## config.mk

```make
export PLATFORM = sky130hd
export DESIGN_NAME = eulersillator_top
export DESIGN_NICKNAME = d
export VERILOG_FILES = /design/src/design/osc_num_pkg.sv /design/src/design/trace_pkg.sv /design/src/design/euler_integrator.sv /design/src/design/coupled_force.sv /design/src/design/oscillator_core.sv /design/src/design/trace_plotter.sv /design/src/design/eulersillator_top.sv
export SDC_FILE = /design/constraint.sdc
export NUM_CORES = 2
export LEC_CHECK = 0
export ABC_AREA = 1
export BUFFER_PORTS_ARGS = -buffer_cell sky130_fd_sc_hd__buf_4
export CAP_MARGIN = 20
export CORE_MARGIN = 3
export CORE_UTILIZATION = 40
export CTS_BUF_LIST = sky130_fd_sc_hd__clkbuf_4
export DETAILED_ROUTE_END_ITERATION = 6
export GPL_TIMING_DRIVEN = 0
export PLACE_DENSITY_LB_ADDON = 0.08
export SLEW_MARGIN = 15
export SYNTH_ARGS = -nofsm -noshare
export SYNTH_HDL_FRONTEND = slang
export SYNTH_HIERARCHICAL = 1
export SYNTH_SLANG_ARGS = --single-unit
```

## constraint.sdc

```tcl
create_clock -name AnalogClock -period 23.4 [get_ports AnalogClock]
set_input_delay 5.85 -clock AnalogClock [delete_from_list [all_inputs] [get_ports AnalogClock]]
set_output_delay 5.85 -clock AnalogClock [all_outputs]
set_load 0.05 [all_outputs]
```

## src/design/osc_num_pkg.sv

```systemverilog
package osc_num_pkg;

  // signed 2.16 fixed point, 2 integer bits incl. sign
  localparam int FIX_W    = 18;
  localparam int FIX_FRAC = 16;

  typedef logic signed [FIX_W-1:0] fix_t;

  // spring constants
  // kcubic is carried for the register map only, the force sum ignores it
  typedef struct packed {
    fix_t k1;
    fix_t kmid;
    fix_t k2;
    fix_t kcubic;
  } osc_coef_t;

  // values loaded on restart
  typedef struct packed {
    fix_t x1;
    fix_t x2;
    fix_t v1;
    fix_t v2;
  } osc_init_t;

  // visible positions of both masses
  typedef struct packed {
    fix_t x1;
    fix_t x2;
  } osc_state_t;

  // 2.16 x 2.16 gives 4.32, keep the middle 18 bits
  function automatic fix_t fix_mul(input fix_t a, input fix_t b);
    logic signed [2*FIX_W-1:0] prod;
    prod = a * b;
    return prod[FIX_W+FIX_FRAC-1:FIX_FRAC];
  endfunction

endpackage

```

## src/design/trace_pkg.sv

```systemverilog
package trace_pkg;

  localparam int COL_W = 10;  // up to 1023 columns
  localparam int ROW_W = 9;   // up to 511 rows

  typedef logic [COL_W-1:0] col_t;
  typedef logic [ROW_W-1:0] row_t;

  // plotter state, the value doubles as pixel colour
  typedef enum logic [1:0] {
    TRACE_IDLE = 2'd0,
    TRACE_2    = 2'd1,
    TRACE_1    = 2'd2
  } trace_sel_e;

  // one frame buffer write
  typedef struct packed {
    col_t       col;
    row_t       row;
    logic [1:0] colour;
  } pix_wr_t;

endpackage

```

## src/design/euler_integrator.sv

```systemverilog
`timescale 1ns/1ps

module euler_integrator #(
  parameter int unsigned DT_SHIFT = 9
) (
  input  logic               AnalogClock,
  input  logic               rst_n,
  input  logic               restart,
  input  logic               step,
  input  osc_num_pkg::fix_t  deriv,
  input  osc_num_pkg::fix_t  init_val,
  output osc_num_pkg::fix_t  value
);

  import osc_num_pkg::*;

  fix_t delta;

  // dt is a power of two, so the product is an arithmetic shift
  assign delta = deriv >>> DT_SHIFT;

  always_ff @(posedge AnalogClock)
  begin
    if (!rst_n)
    begin
      value <= '0;
    end
    else if (restart)
    begin
      value <= init_val;        // restart wins over step
    end
    else if (step)
    begin
      value <= value + delta;   // wraps in 18 bits
    end
  end

endmodule

```

## src/design/coupled_force.sv

```systemverilog
`timescale 1ns/1ps

module coupled_force #(
  parameter osc_num_pkg::fix_t DAMPING = 18'sh00800
) (
  input  osc_num_pkg::osc_coef_t  coef,
  input  osc_num_pkg::osc_state_t state,
  input  osc_num_pkg::fix_t       v1,
  input  osc_num_pkg::fix_t       v2,
  output osc_num_pkg::fix_t       a1,
  output osc_num_pkg::fix_t       a2
);

  import osc_num_pkg::*;

  fix_t dx;          // stretch of the middle spring
  fix_t mid_term;    // shared coupling force
  fix_t k1_term;
  fix_t k2_term;
  fix_t damp1_term;
  fix_t damp2_term;

  // x2 - x1 wraps before the multiply
  assign dx = state.x2 - state.x1;

  // the middle spring pulls both masses with the same product
  assign mid_term = fix_mul(coef.kmid, dx);

  // outer springs, sign of k decides restoring direction
  assign k1_term = fix_mul(coef.k1, state.x1);
  assign k2_term = fix_mul(coef.k2, state.x2);

  // velocity damping, fixed gain
  assign damp1_term = fix_mul(DAMPING, v1);
  assign damp2_term = fix_mul(DAMPING, v2);

  // coef.kcubic does not enter the sums
  assign a1 = mid_term + k1_term + damp1_term;
  assign a2 = mid_term + k2_term + damp2_term;

endmodule

```

## src/design/oscillator_core.sv

```systemverilog
`timescale 1ns/1ps

module oscillator_core #(
  parameter int unsigned       STEP_DIV = 32,
  parameter int unsigned       DT_SHIFT = 9,
  parameter osc_num_pkg::fix_t DAMPING  = 18'sh00800
) (
  input  logic                    AnalogClock,
  input  logic                    rst_n,
  input  logic                    restart,
  input  osc_num_pkg::osc_coef_t  coef,
  input  osc_num_pkg::osc_init_t  init,
  output osc_num_pkg::osc_state_t state,
  output logic                    step
);

  import osc_num_pkg::*;

  localparam int unsigned CW = (STEP_DIV > 1) ? $clog2(STEP_DIV) : 1;

  logic [CW-1:0] div_cnt;
  fix_t          x1;
  fix_t          x2;
  fix_t          v1;
  fix_t          v2;
  fix_t          a1;
  fix_t          a2;

  // one step strobe every STEP_DIV clocks
  always_ff @(posedge AnalogClock)
  begin
    if (!rst_n || restart)
    begin
      div_cnt <= '0;
      step    <= 1'b0;
    end
    else if (div_cnt == CW'(STEP_DIV - 1))
    begin
      div_cnt <= '0;
      step    <= 1'b1;
    end
    else
    begin
      div_cnt <= div_cnt + 1'b1;
      step    <= 1'b0;
    end
  end

  assign state = '{x1: x1, x2: x2};

  // accelerations from the values before the step
  coupled_force #(
    .DAMPING (DAMPING)
  ) i_force (
    .coef  (coef),
    .state (state),
    .v1    (v1),
    .v2    (v2),
    .a1    (a1),
    .a2    (a2)
  );

  // mass 1
  euler_integrator #(.DT_SHIFT(DT_SHIFT)) i_v1 (
    .AnalogClock (AnalogClock), .rst_n (rst_n), .restart (restart),
    .step (step), .deriv (a1), .init_val (init.v1), .value (v1)
  );

  euler_integrator #(.DT_SHIFT(DT_SHIFT)) i_x1 (
    .AnalogClock (AnalogClock), .rst_n (rst_n), .restart (restart),
    .step (step), .deriv (v1), .init_val (init.x1), .value (x1)
  );

  // mass 2 takes its own initial position
  euler_integrator #(.DT_SHIFT(DT_SHIFT)) i_v2 (
    .AnalogClock (AnalogClock), .rst_n (rst_n), .restart (restart),
    .step (step), .deriv (a2), .init_val (init.v2), .value (v2)
  );

  euler_integrator #(.DT_SHIFT(DT_SHIFT)) i_x2 (
    .AnalogClock (AnalogClock), .rst_n (rst_n), .restart (restart),
    .step (step), .deriv (v2), .init_val (init.x2), .value (x2)
  );

  // restart loads each mass from its own init value
  a_restart_loads_init : assert property (
    @(posedge AnalogClock) disable iff (!rst_n)
    restart |=> (x1 == $past(init.x1)) && (x2 == $past(init.x2))
  );

endmodule

```

## src/design/trace_plotter.sv

```systemverilog
`timescale 1ns/1ps

module trace_plotter #(
  parameter int unsigned PLOT_DECIM   = 16,
  parameter int unsigned SCREEN_WIDTH = 640,
  parameter int unsigned X1_ROW       = 120,
  parameter int unsigned X2_ROW       = 360
) (
  input  logic                    AnalogClock,
  input  logic                    rst_n,
  input  logic                    restart,
  input  logic                    step,
  input  osc_num_pkg::osc_state_t state,
  output trace_pkg::pix_wr_t      pix_wr,
  output logic                    pix_wr_valid
);

  import trace_pkg::*;

  localparam int unsigned DW = (PLOT_DECIM > 1) ? $clog2(PLOT_DECIM) : 1;

  logic [DW-1:0] dec_cnt;     // steps within one column
  col_t          col;         // next column to draw
  col_t          wr_col;      // column of the write in flight
  row_t          row1;
  row_t          row2;
  row_t          row1_next;
  row_t          row2_next;
  logic          armed;       // set by the first restart
  logic          plot;
  trace_sel_e    sel;

  // top 6 bits of the position, sign extended, around the trace baseline
  assign row1_next = {{3{state.x1[17]}}, state.x1[16:11]} + row_t'(X1_ROW);
  assign row2_next = {{3{state.x2[17]}}, state.x2[16:11]} + row_t'(X2_ROW);

  assign plot = armed && step && !restart && (dec_cnt == '0) && (col < SCREEN_WIDTH);

  always_ff @(posedge AnalogClock)
  begin
    if (!rst_n)
    begin
      armed   <= 1'b0;
      col     <= '0;
      dec_cnt <= '0;
    end
    else if (restart)
    begin
      armed   <= 1'b1;
      col     <= '0;
      dec_cnt <= '0;
    end
    else
    begin
      if (step)
        dec_cnt <= (dec_cnt == DW'(PLOT_DECIM - 1)) ? '0 : dec_cnt + 1'b1;
      if (plot)
        col <= col + 1'b1;
    end
  end

  // snapshot for the two writes
  always_ff @(posedge AnalogClock)
  begin
    if (plot)
    begin
      wr_col <= col;
      row1   <= row1_next;
      row2   <= row2_next;
    end
  end

  // trace 2 first, then trace 1
  always_ff @(posedge AnalogClock)
  begin
    if (!rst_n)
      sel <= TRACE_IDLE;
    else
    begin
      case (sel)
        TRACE_IDLE: sel <= plot ? TRACE_2 : TRACE_IDLE;
        TRACE_2:    sel <= TRACE_1;
        default:    sel <= plot ? TRACE_2 : TRACE_IDLE;
      endcase
    end
  end

  assign pix_wr_valid = (sel != TRACE_IDLE);
  assign pix_wr = '{
    col:    wr_col,
    row:    (sel == TRACE_2) ? row2 : row1,
    colour: 2'(sel)              // enum value is the colour code
  };

  // each column is exactly two writes
  a_write_burst_len : assert property (
    @(posedge AnalogClock) disable iff (!rst_n)
    pix_wr_valid [*2] |=> !pix_wr_valid
  );

endmodule

```

## src/design/eulersillator_top.sv

```systemverilog
`timescale 1ns/1ps

module eulersillator_top #(
  parameter int unsigned       STEP_DIV     = 32,
  parameter int unsigned       DT_SHIFT     = 9,
  parameter osc_num_pkg::fix_t DAMPING      = 18'sh00800,  // 0.03125
  parameter int unsigned       PLOT_DECIM   = 16,
  parameter int unsigned       SCREEN_WIDTH = 640,
  parameter int unsigned       X1_ROW       = 120,
  parameter int unsigned       X2_ROW       = 360
) (
  input  logic                    AnalogClock,
  input  logic                    rst_n,
  input  logic                    restart,
  input  osc_num_pkg::osc_coef_t  coef,
  input  osc_num_pkg::osc_init_t  init,
  output osc_num_pkg::osc_state_t state,
  output trace_pkg::pix_wr_t      pix_wr,
  output logic                    pix_wr_valid
);

  logic step;   // Euler step strobe from the core

  oscillator_core #(
    .STEP_DIV (STEP_DIV),
    .DT_SHIFT (DT_SHIFT),
    .DAMPING  (DAMPING)
  ) i_core (
    .AnalogClock (AnalogClock),
    .rst_n       (rst_n),
    .restart     (restart),
    .coef        (coef),
    .init        (init),
    .state       (state),
    .step        (step)
  );

  trace_plotter #(
    .PLOT_DECIM   (PLOT_DECIM),
    .SCREEN_WIDTH (SCREEN_WIDTH),
    .X1_ROW       (X1_ROW),
    .X2_ROW       (X2_ROW)
  ) i_plotter (
    .AnalogClock  (AnalogClock),
    .rst_n        (rst_n),
    .restart      (restart),
    .step         (step),
    .state        (state),
    .pix_wr       (pix_wr),
    .pix_wr_valid (pix_wr_valid)
  );

endmodule

```

### Word level (Yosys, flattened, before mapping)

Index checks and enable logic that the tools add are counted.

| word-level totals | value |
|---|---|
| output and inout port bits | 58 |
| word-level logic and storage cells | 62 |
| bits in registers | 123 |

| operators by class | value |
|---|---|
| reductions and logical operators | 13 |
| equality and inequality tests | 3 |
| $add $sub $neg | 14 |
| magnitude comparators | 1 |
| multiply operators | 3 |
| muxes and demuxes | 13 |
| bitwise operators | 1 |

Operators with widths:

| kind | number |
|---|---|
| $mux W18 | 8 |
| $mul A18 B18 Y34 | 3 |
| $add A18 B9 Y18 | 4 |
| $add A18 B13 Y18 | 2 |
| $add A18 B18 Y18 | 2 |
| $sub A18 B18 Y18 | 1 |
| $add A10 B1 Y10 const B | 1 |
| $lt A10 B10 Y1 const B | 1 |
| $add A7 B8 Y9 const B | 1 |
| $add A9 B9 Y9 const B | 1 |
| $mux W9 | 1 |
| $reduce_or A2 Y1 | 3 |
| $add A5 B1 Y5 const B | 1 |
| $eq A5 B5 Y1 const B | 1 |
| $add A4 B1 Y4 const B | 1 |
| $eq A4 B4 Y1 const B | 1 |
| $logic_and A1 B1 Y1 | 4 |
| $logic_not A4 Y1 | 1 |
| $mux W4 | 1 |
| $reduce_bool A2 Y1 | 2 |
| $eq A2 B1 Y1 const B | 1 |
| $logic_not A1 Y1 | 2 |
| $mux W1 | 2 |
| $mux W2 | 1 |
| 2 further kinds | 2 |

### Longest topological paths before layout

| depth | value |
|---|---|
| depth in word-level cells | 7 |
| gate-level depth with buffers | 67 |

### Hierarchy

The synthesis kept the hierarchy.

Modules (own cells, without submodules):

| module | seq. area each (um^2) | cells an instance | area each (um^2) | times used |
|---|---|---|---|---|
| coupled_force | 0.0 | 4717 | 37669.9 | 1 |
| euler_integrator at i_core.i_v1 ... | 360.3 | 269 | 1737.9 | 3 |
| trace_plotter | 1121.1 | 190 | 1851.8 | 1 |
| euler_integrator at i_core.i_x2 | 360.3 | 269 | 1709.1 | 1 |
| oscillator_core | 120.1 | 29 | 242.7 | 1 |

### Worst setup path after synthesis

No wires, ideal clock.

| timing | value |
|---|---|
| path kind | input -> register |
| from | in coef[31] in the netlist's numbering |
| to | reg i_core.i_v2.value[9] |
| setup time | 0.122 ns |
| required time | 23.278 ns |
| slack | 9.132 ns |
| cell stages on the path | 47 |
| arrival time | 14.145 ns |
| cells stage by stage | clkbuf_1 > clkbuf_1 > nand2_1 > fa_1 > inv_1 > fa_1 > inv_1 > fa_1 > inv_1 > fa_1 > inv_1 > fa_1 > inv_1 > fa_1 > ha_1 > nand2_1 > nor4_1 > nand3_1 > (+11 left out) > a221oi_1 > o211ai_1 > inv_1 > nand2_1 > nand2_1 > nand2_1 > nand2_1 > inv_1 > nand3_1 > nand2_1 > ha_1 > nand2_1 > inv_1 > a21oi_1 > nand3_2 > or2_0 > nand3_1 > a21oi_1 |

| between the ends | value |
|---|---|
| longest elaborated chain between the ends | 6 |

RTL lines:

| element | line | text |
|---|---|---|
| from (decl) | eulersillator_top.sv:15 | `input osc_num_pkg::osc_coef_t coef,` |
| $mul A18 B18 Y34 | osc_num_pkg.sv:35 | `prod = a * b;` |
| $add A18 B18 Y18 | coupled_force.sv:39 | `assign a2 = mid_term + k2_term + damp2_term;` |
| $add A18 B13 Y18 | coupled_force.sv:39 |  |
| net i_core.a2[17] | oscillator_core.sv:27 | `fix_t a2;` |
| $add A18 B9 Y18 | euler_integrator.sv:34 | `value <= value + delta;` |
| $mux W18 | euler_integrator.sv:32 | `else if (step)` |
| $mux W18 | euler_integrator.sv:28 | `else if (restart)` |
| to (signal assigned) | euler_integrator.sv:30 | `value <= init_val;` |
| to (signal assigned) | euler_integrator.sv:34 |  |
| to (decl) | euler_integrator.sv:12 | `output osc_num_pkg::fix_t value` |

The timed path passes the listed nets, and every way through them passes these cells. The select of a mux whose other input is x is not followed.
A chain may end at the register's enable or synchronous reset.

### Worst setup path in the final report

| timing | value |
|---|---|
| from | in coef[25] in the netlist's numbering |
| to | reg i_core.i_v2.value[13] |

Same word-level chain as after synthesis.

==> summary by stage <==
Die
Measured along the y axis, the die boundary spans roughly 350 um. For this configuration, the core starts out at a cell density of roughly two fifths. The die width is about 350 um. The number of ports placed on the die boundary is just over 200.

The total number of placement rows is about 120. The floorplan step defined a die boundary enclosing approximately 120,000 um^2. The area of the core is ~110,000 um^2.

Worst setup path
The slowest stage of the critical path is the sky130_fd_sc_hd__nor4_1 cell. The cell repeated most along the worst path is sky130_fd_sc_hd__nand2_1. The endpoint arrival time on the critical path is around 17 ns. The critical path endpoint category is a flop. The worst setup path is of the in2reg kind. The worst register-to-register path begins at i_core/i_x1/value[4]. The kind of start point of the critical path is a primary input. The worst register-to-register path ends at i_core/i_v2/value[13].

The critical path starts at coef[25]. In this design, the stage delay of the slowest critical-path cell is between 0.9 and 1 ns. The worst-case reg-to-reg path depth is 49. STA puts the critical path data required time at around 24 ns. Along the worst path, the maximum fanout reaches 10. The critical path ends at i_core/i_v2/value[13].

In this run the register-to-register setup slack is 9.29 ns.

Routing
In this run the remaining antenna-violating nets after routing total 0. The number of remaining DRC errors is 0. Dividing the detail-routed via count by the number of cells gives approximately 4.9. The routed length on met2 is around 72,000 um. After detailed routing, the met3 layer carries 7860 um of wire. The highest metal layer used by the detailed router is met4. Wires add up to between 100,000 and 150,000 um. The count of vias placed by the detailed router is ~38,000. The detailed-route wire length per cell is roughly 20 um. The number of iterations in the first detailed-routing pass is 6. The initial DRC count is between 2,000 and 3,000.

The met1 wire length is roughly 66,000 um.

CTS
The clock buffer count from CTS is 17. The clock tree synthesis step divided the H-tree into 4 levels. The number of clock sinks is 121. The clock transition at the register clock pins on the worst setup and hold paths after CTS is about 0.13 ns.

The longest clock path from root to sink contains 2 buffers. The master cell of the clock root buffer is sky130_fd_sc_hd__clkbuf_4. The number of setup buffers added after CTS is 0. The number of hold buffers added after CTS was 0.

Gates resized during post-CTS repair numbered 0. The worst-skew pair later-pin latency is around 0.60 ns. The TritonCTS clock tree is built.

Final layout
The count of antenna diodes in the layout is 0. Cells with a size suffix above 1 make up around 5.3% of the layout. The net count of the finished layout is 7,664. The utilization after layout is between 40 and 50%.

The count of cells in the finished layout, fillers not included, comes to roughly 7,700. The synthesis-to-finish area growth is 7.20%.

Placed design
The number of placed instances, taps included, is about 7,600. In this run the tool buffered the top-level ports with around 150 buffer cells. The HPWL after detailed placement is 129,000 um. The routability-driven placement congestion ratio is slightly above 0.9.

Global route
The wire length of the first global-routing pass is 233,000 um. The number of global-route vias before repair was approximately 39,000. The initial antenna violation count is 5. The overall overflow remaining after global route is 0. The largest net degree at the start of global routing is 36.

Across every metal layer, demand over resource in global routing totals about 25%.

Timing
The worst path in the final design needs a cycle of 16.55 ns, including I/O delays and setup. Setup repair after global routing left no endpoint under its margin. Measured against its own limit, the worst slew margin works out to between 20% and 30%. At the pin with the least slew margin, the transition time is about 1.1 ns. The number of failing setup endpoints in the final timing report is 0.

Across the routed clock network, the largest skew measured is between 0.02 and 0.03 ns. The final-report hold violation count is 0. The count of final max-slew check failures is 0.

Static timing analysis puts the maximum clock frequency at 60.4 MHz. The post-route fraction of the period consumed by the critical path is 70.7%. The accumulated negative setup slack is 0 ns.

Hold path
The path class of the tightest hold or removal check is reg2reg.

Run
The number of maximum-capacitance violations is 0.

Synth
The post-synthesis instance area is 46,500 um^2. The instance count of the mapped netlist is 5,988. The Yosys step of the flow raised 6 warnings.

Synthesis produced a netlist with a net count of around 7,500. The average instance in the mapped netlist occupies between 7 and 8 um^2.

Run status
The run finished with clean final reports.
## worst min-delay path by stage
stage	cells after the start	startpoint	to
after floorplan	1	i_core/div_cnt[0]	i_core/div_cnt[0]
after global placement	1	i_core/div_cnt[0]	i_core/div_cnt[0]
after detailed placement	1	i_core/div_cnt[0]	i_core/div_cnt[0]
after CTS	1	i_core/div_cnt[0]	i_core/div_cnt[0]
after global routing	1	i_core/div_cnt[0]	i_core/div_cnt[0]
final	1	i_core/div_cnt[0]	i_core/div_cnt[0]
## routing by layer
metal	GRT usage [%]	up-vias
li1	-	17900
met1	35.1	18800
met2	43.1	983
met3	2.55	142
met4	5.21	0
met5	0	-
## cell usage in the layout (no fill, tap or decap), types with 22 or more instances in the layout
| master | count |
|---|---|
| sky130_fd_sc_hd__nor2_1 | 287 |
| sky130_fd_sc_hd__a22oi_1 | 52 |
| sky130_fd_sc_hd__nand3_1 | 155 |
| sky130_fd_sc_hd__buf_4 | 149 |
| sky130_fd_sc_hd__a31oi_1 | 23 |
| sky130_fd_sc_hd__xnor2_1 | 50 |
| sky130_fd_sc_hd__edfxtp_1 | 26 |
| sky130_fd_sc_hd__clkbuf_1 | 151 |
| sky130_fd_sc_hd__inv_1 | 1538 |
| sky130_fd_sc_hd__a21oi_1 | 247 |
| sky130_fd_sc_hd__o21ai_0 | 83 |
| sky130_fd_sc_hd__nand2_1 | 1529 |
| sky130_fd_sc_hd__nand4_1 | 23 |
| sky130_fd_sc_hd__xor2_1 | 80 |
| sky130_fd_sc_hd__nand3b_1 | 24 |
| sky130_fd_sc_hd__or2_2 | 27 |
| sky130_fd_sc_hd__ha_1 | 379 |
| sky130_fd_sc_hd__nand2_2 | 34 |
| sky130_fd_sc_hd__dfxtp_1 | 95 |
| sky130_fd_sc_hd__nor3_1 | 22 |
| sky130_fd_sc_hd__fa_1 | 983 |
## stage by stage
| step | hold slack, ns | cell area [um^2] | setup WS (ns) |
|---|---|---|---|
| after CTS | 0.491 | 49900 | 6.96 |
| after global routing | 0.535 | 49900 | 6.10 |
| after detailed placement | 0.459 | 49600 | 6.36 |
| after global placement | 0.451 | 49500 | 6.33 |
| final | 0.486 | 49900 | 6.85 |
| after floorplan | 0.431 | 46500 | 9.13 |
## sequential cells by signal (all words and copies together) (netlist names)
signal,flops
i_core/div_cnt,5
i_core/i_v1/value,18
i_core/i_v2/value,18
i_core/i_x1/value,18
i_core/i_x2/value,18
i_core/step,1
i_plotter/armed,1
i_plotter/col,10
i_plotter/dec_cnt,4
i_plotter/row1,8
i_plotter/row2,8
i_plotter/sel,2
i_plotter/wr_col,10
## final cells by class
class / count / area, um^2
clock inverters: 15 / 205
repair buffers: 148 / 1110
multi-input cells: 4119 / 37100
inverters: 1548 / 5810
flip-flops and latches: 121 / 2680
fillers: 12100 / 64900
plain buffers: 200 / 938
clock buffers: 17 / 128
well taps: 1512 / 1890
## worst max-delay path, delay by kind of cell
family	cells	cell delay [ns]
AOI/OAI and AO/OA	7	1.37
xor gates and xnor gates	1	0.24
adders and majority gates	10	4.91
buffers and inverters	10	1.59
and+or+nand+nor	17	3.09
Power is left out: the tool's default activity adds up to more than one toggle a clock period on the data nets, which glitch-free logic cannot reach.
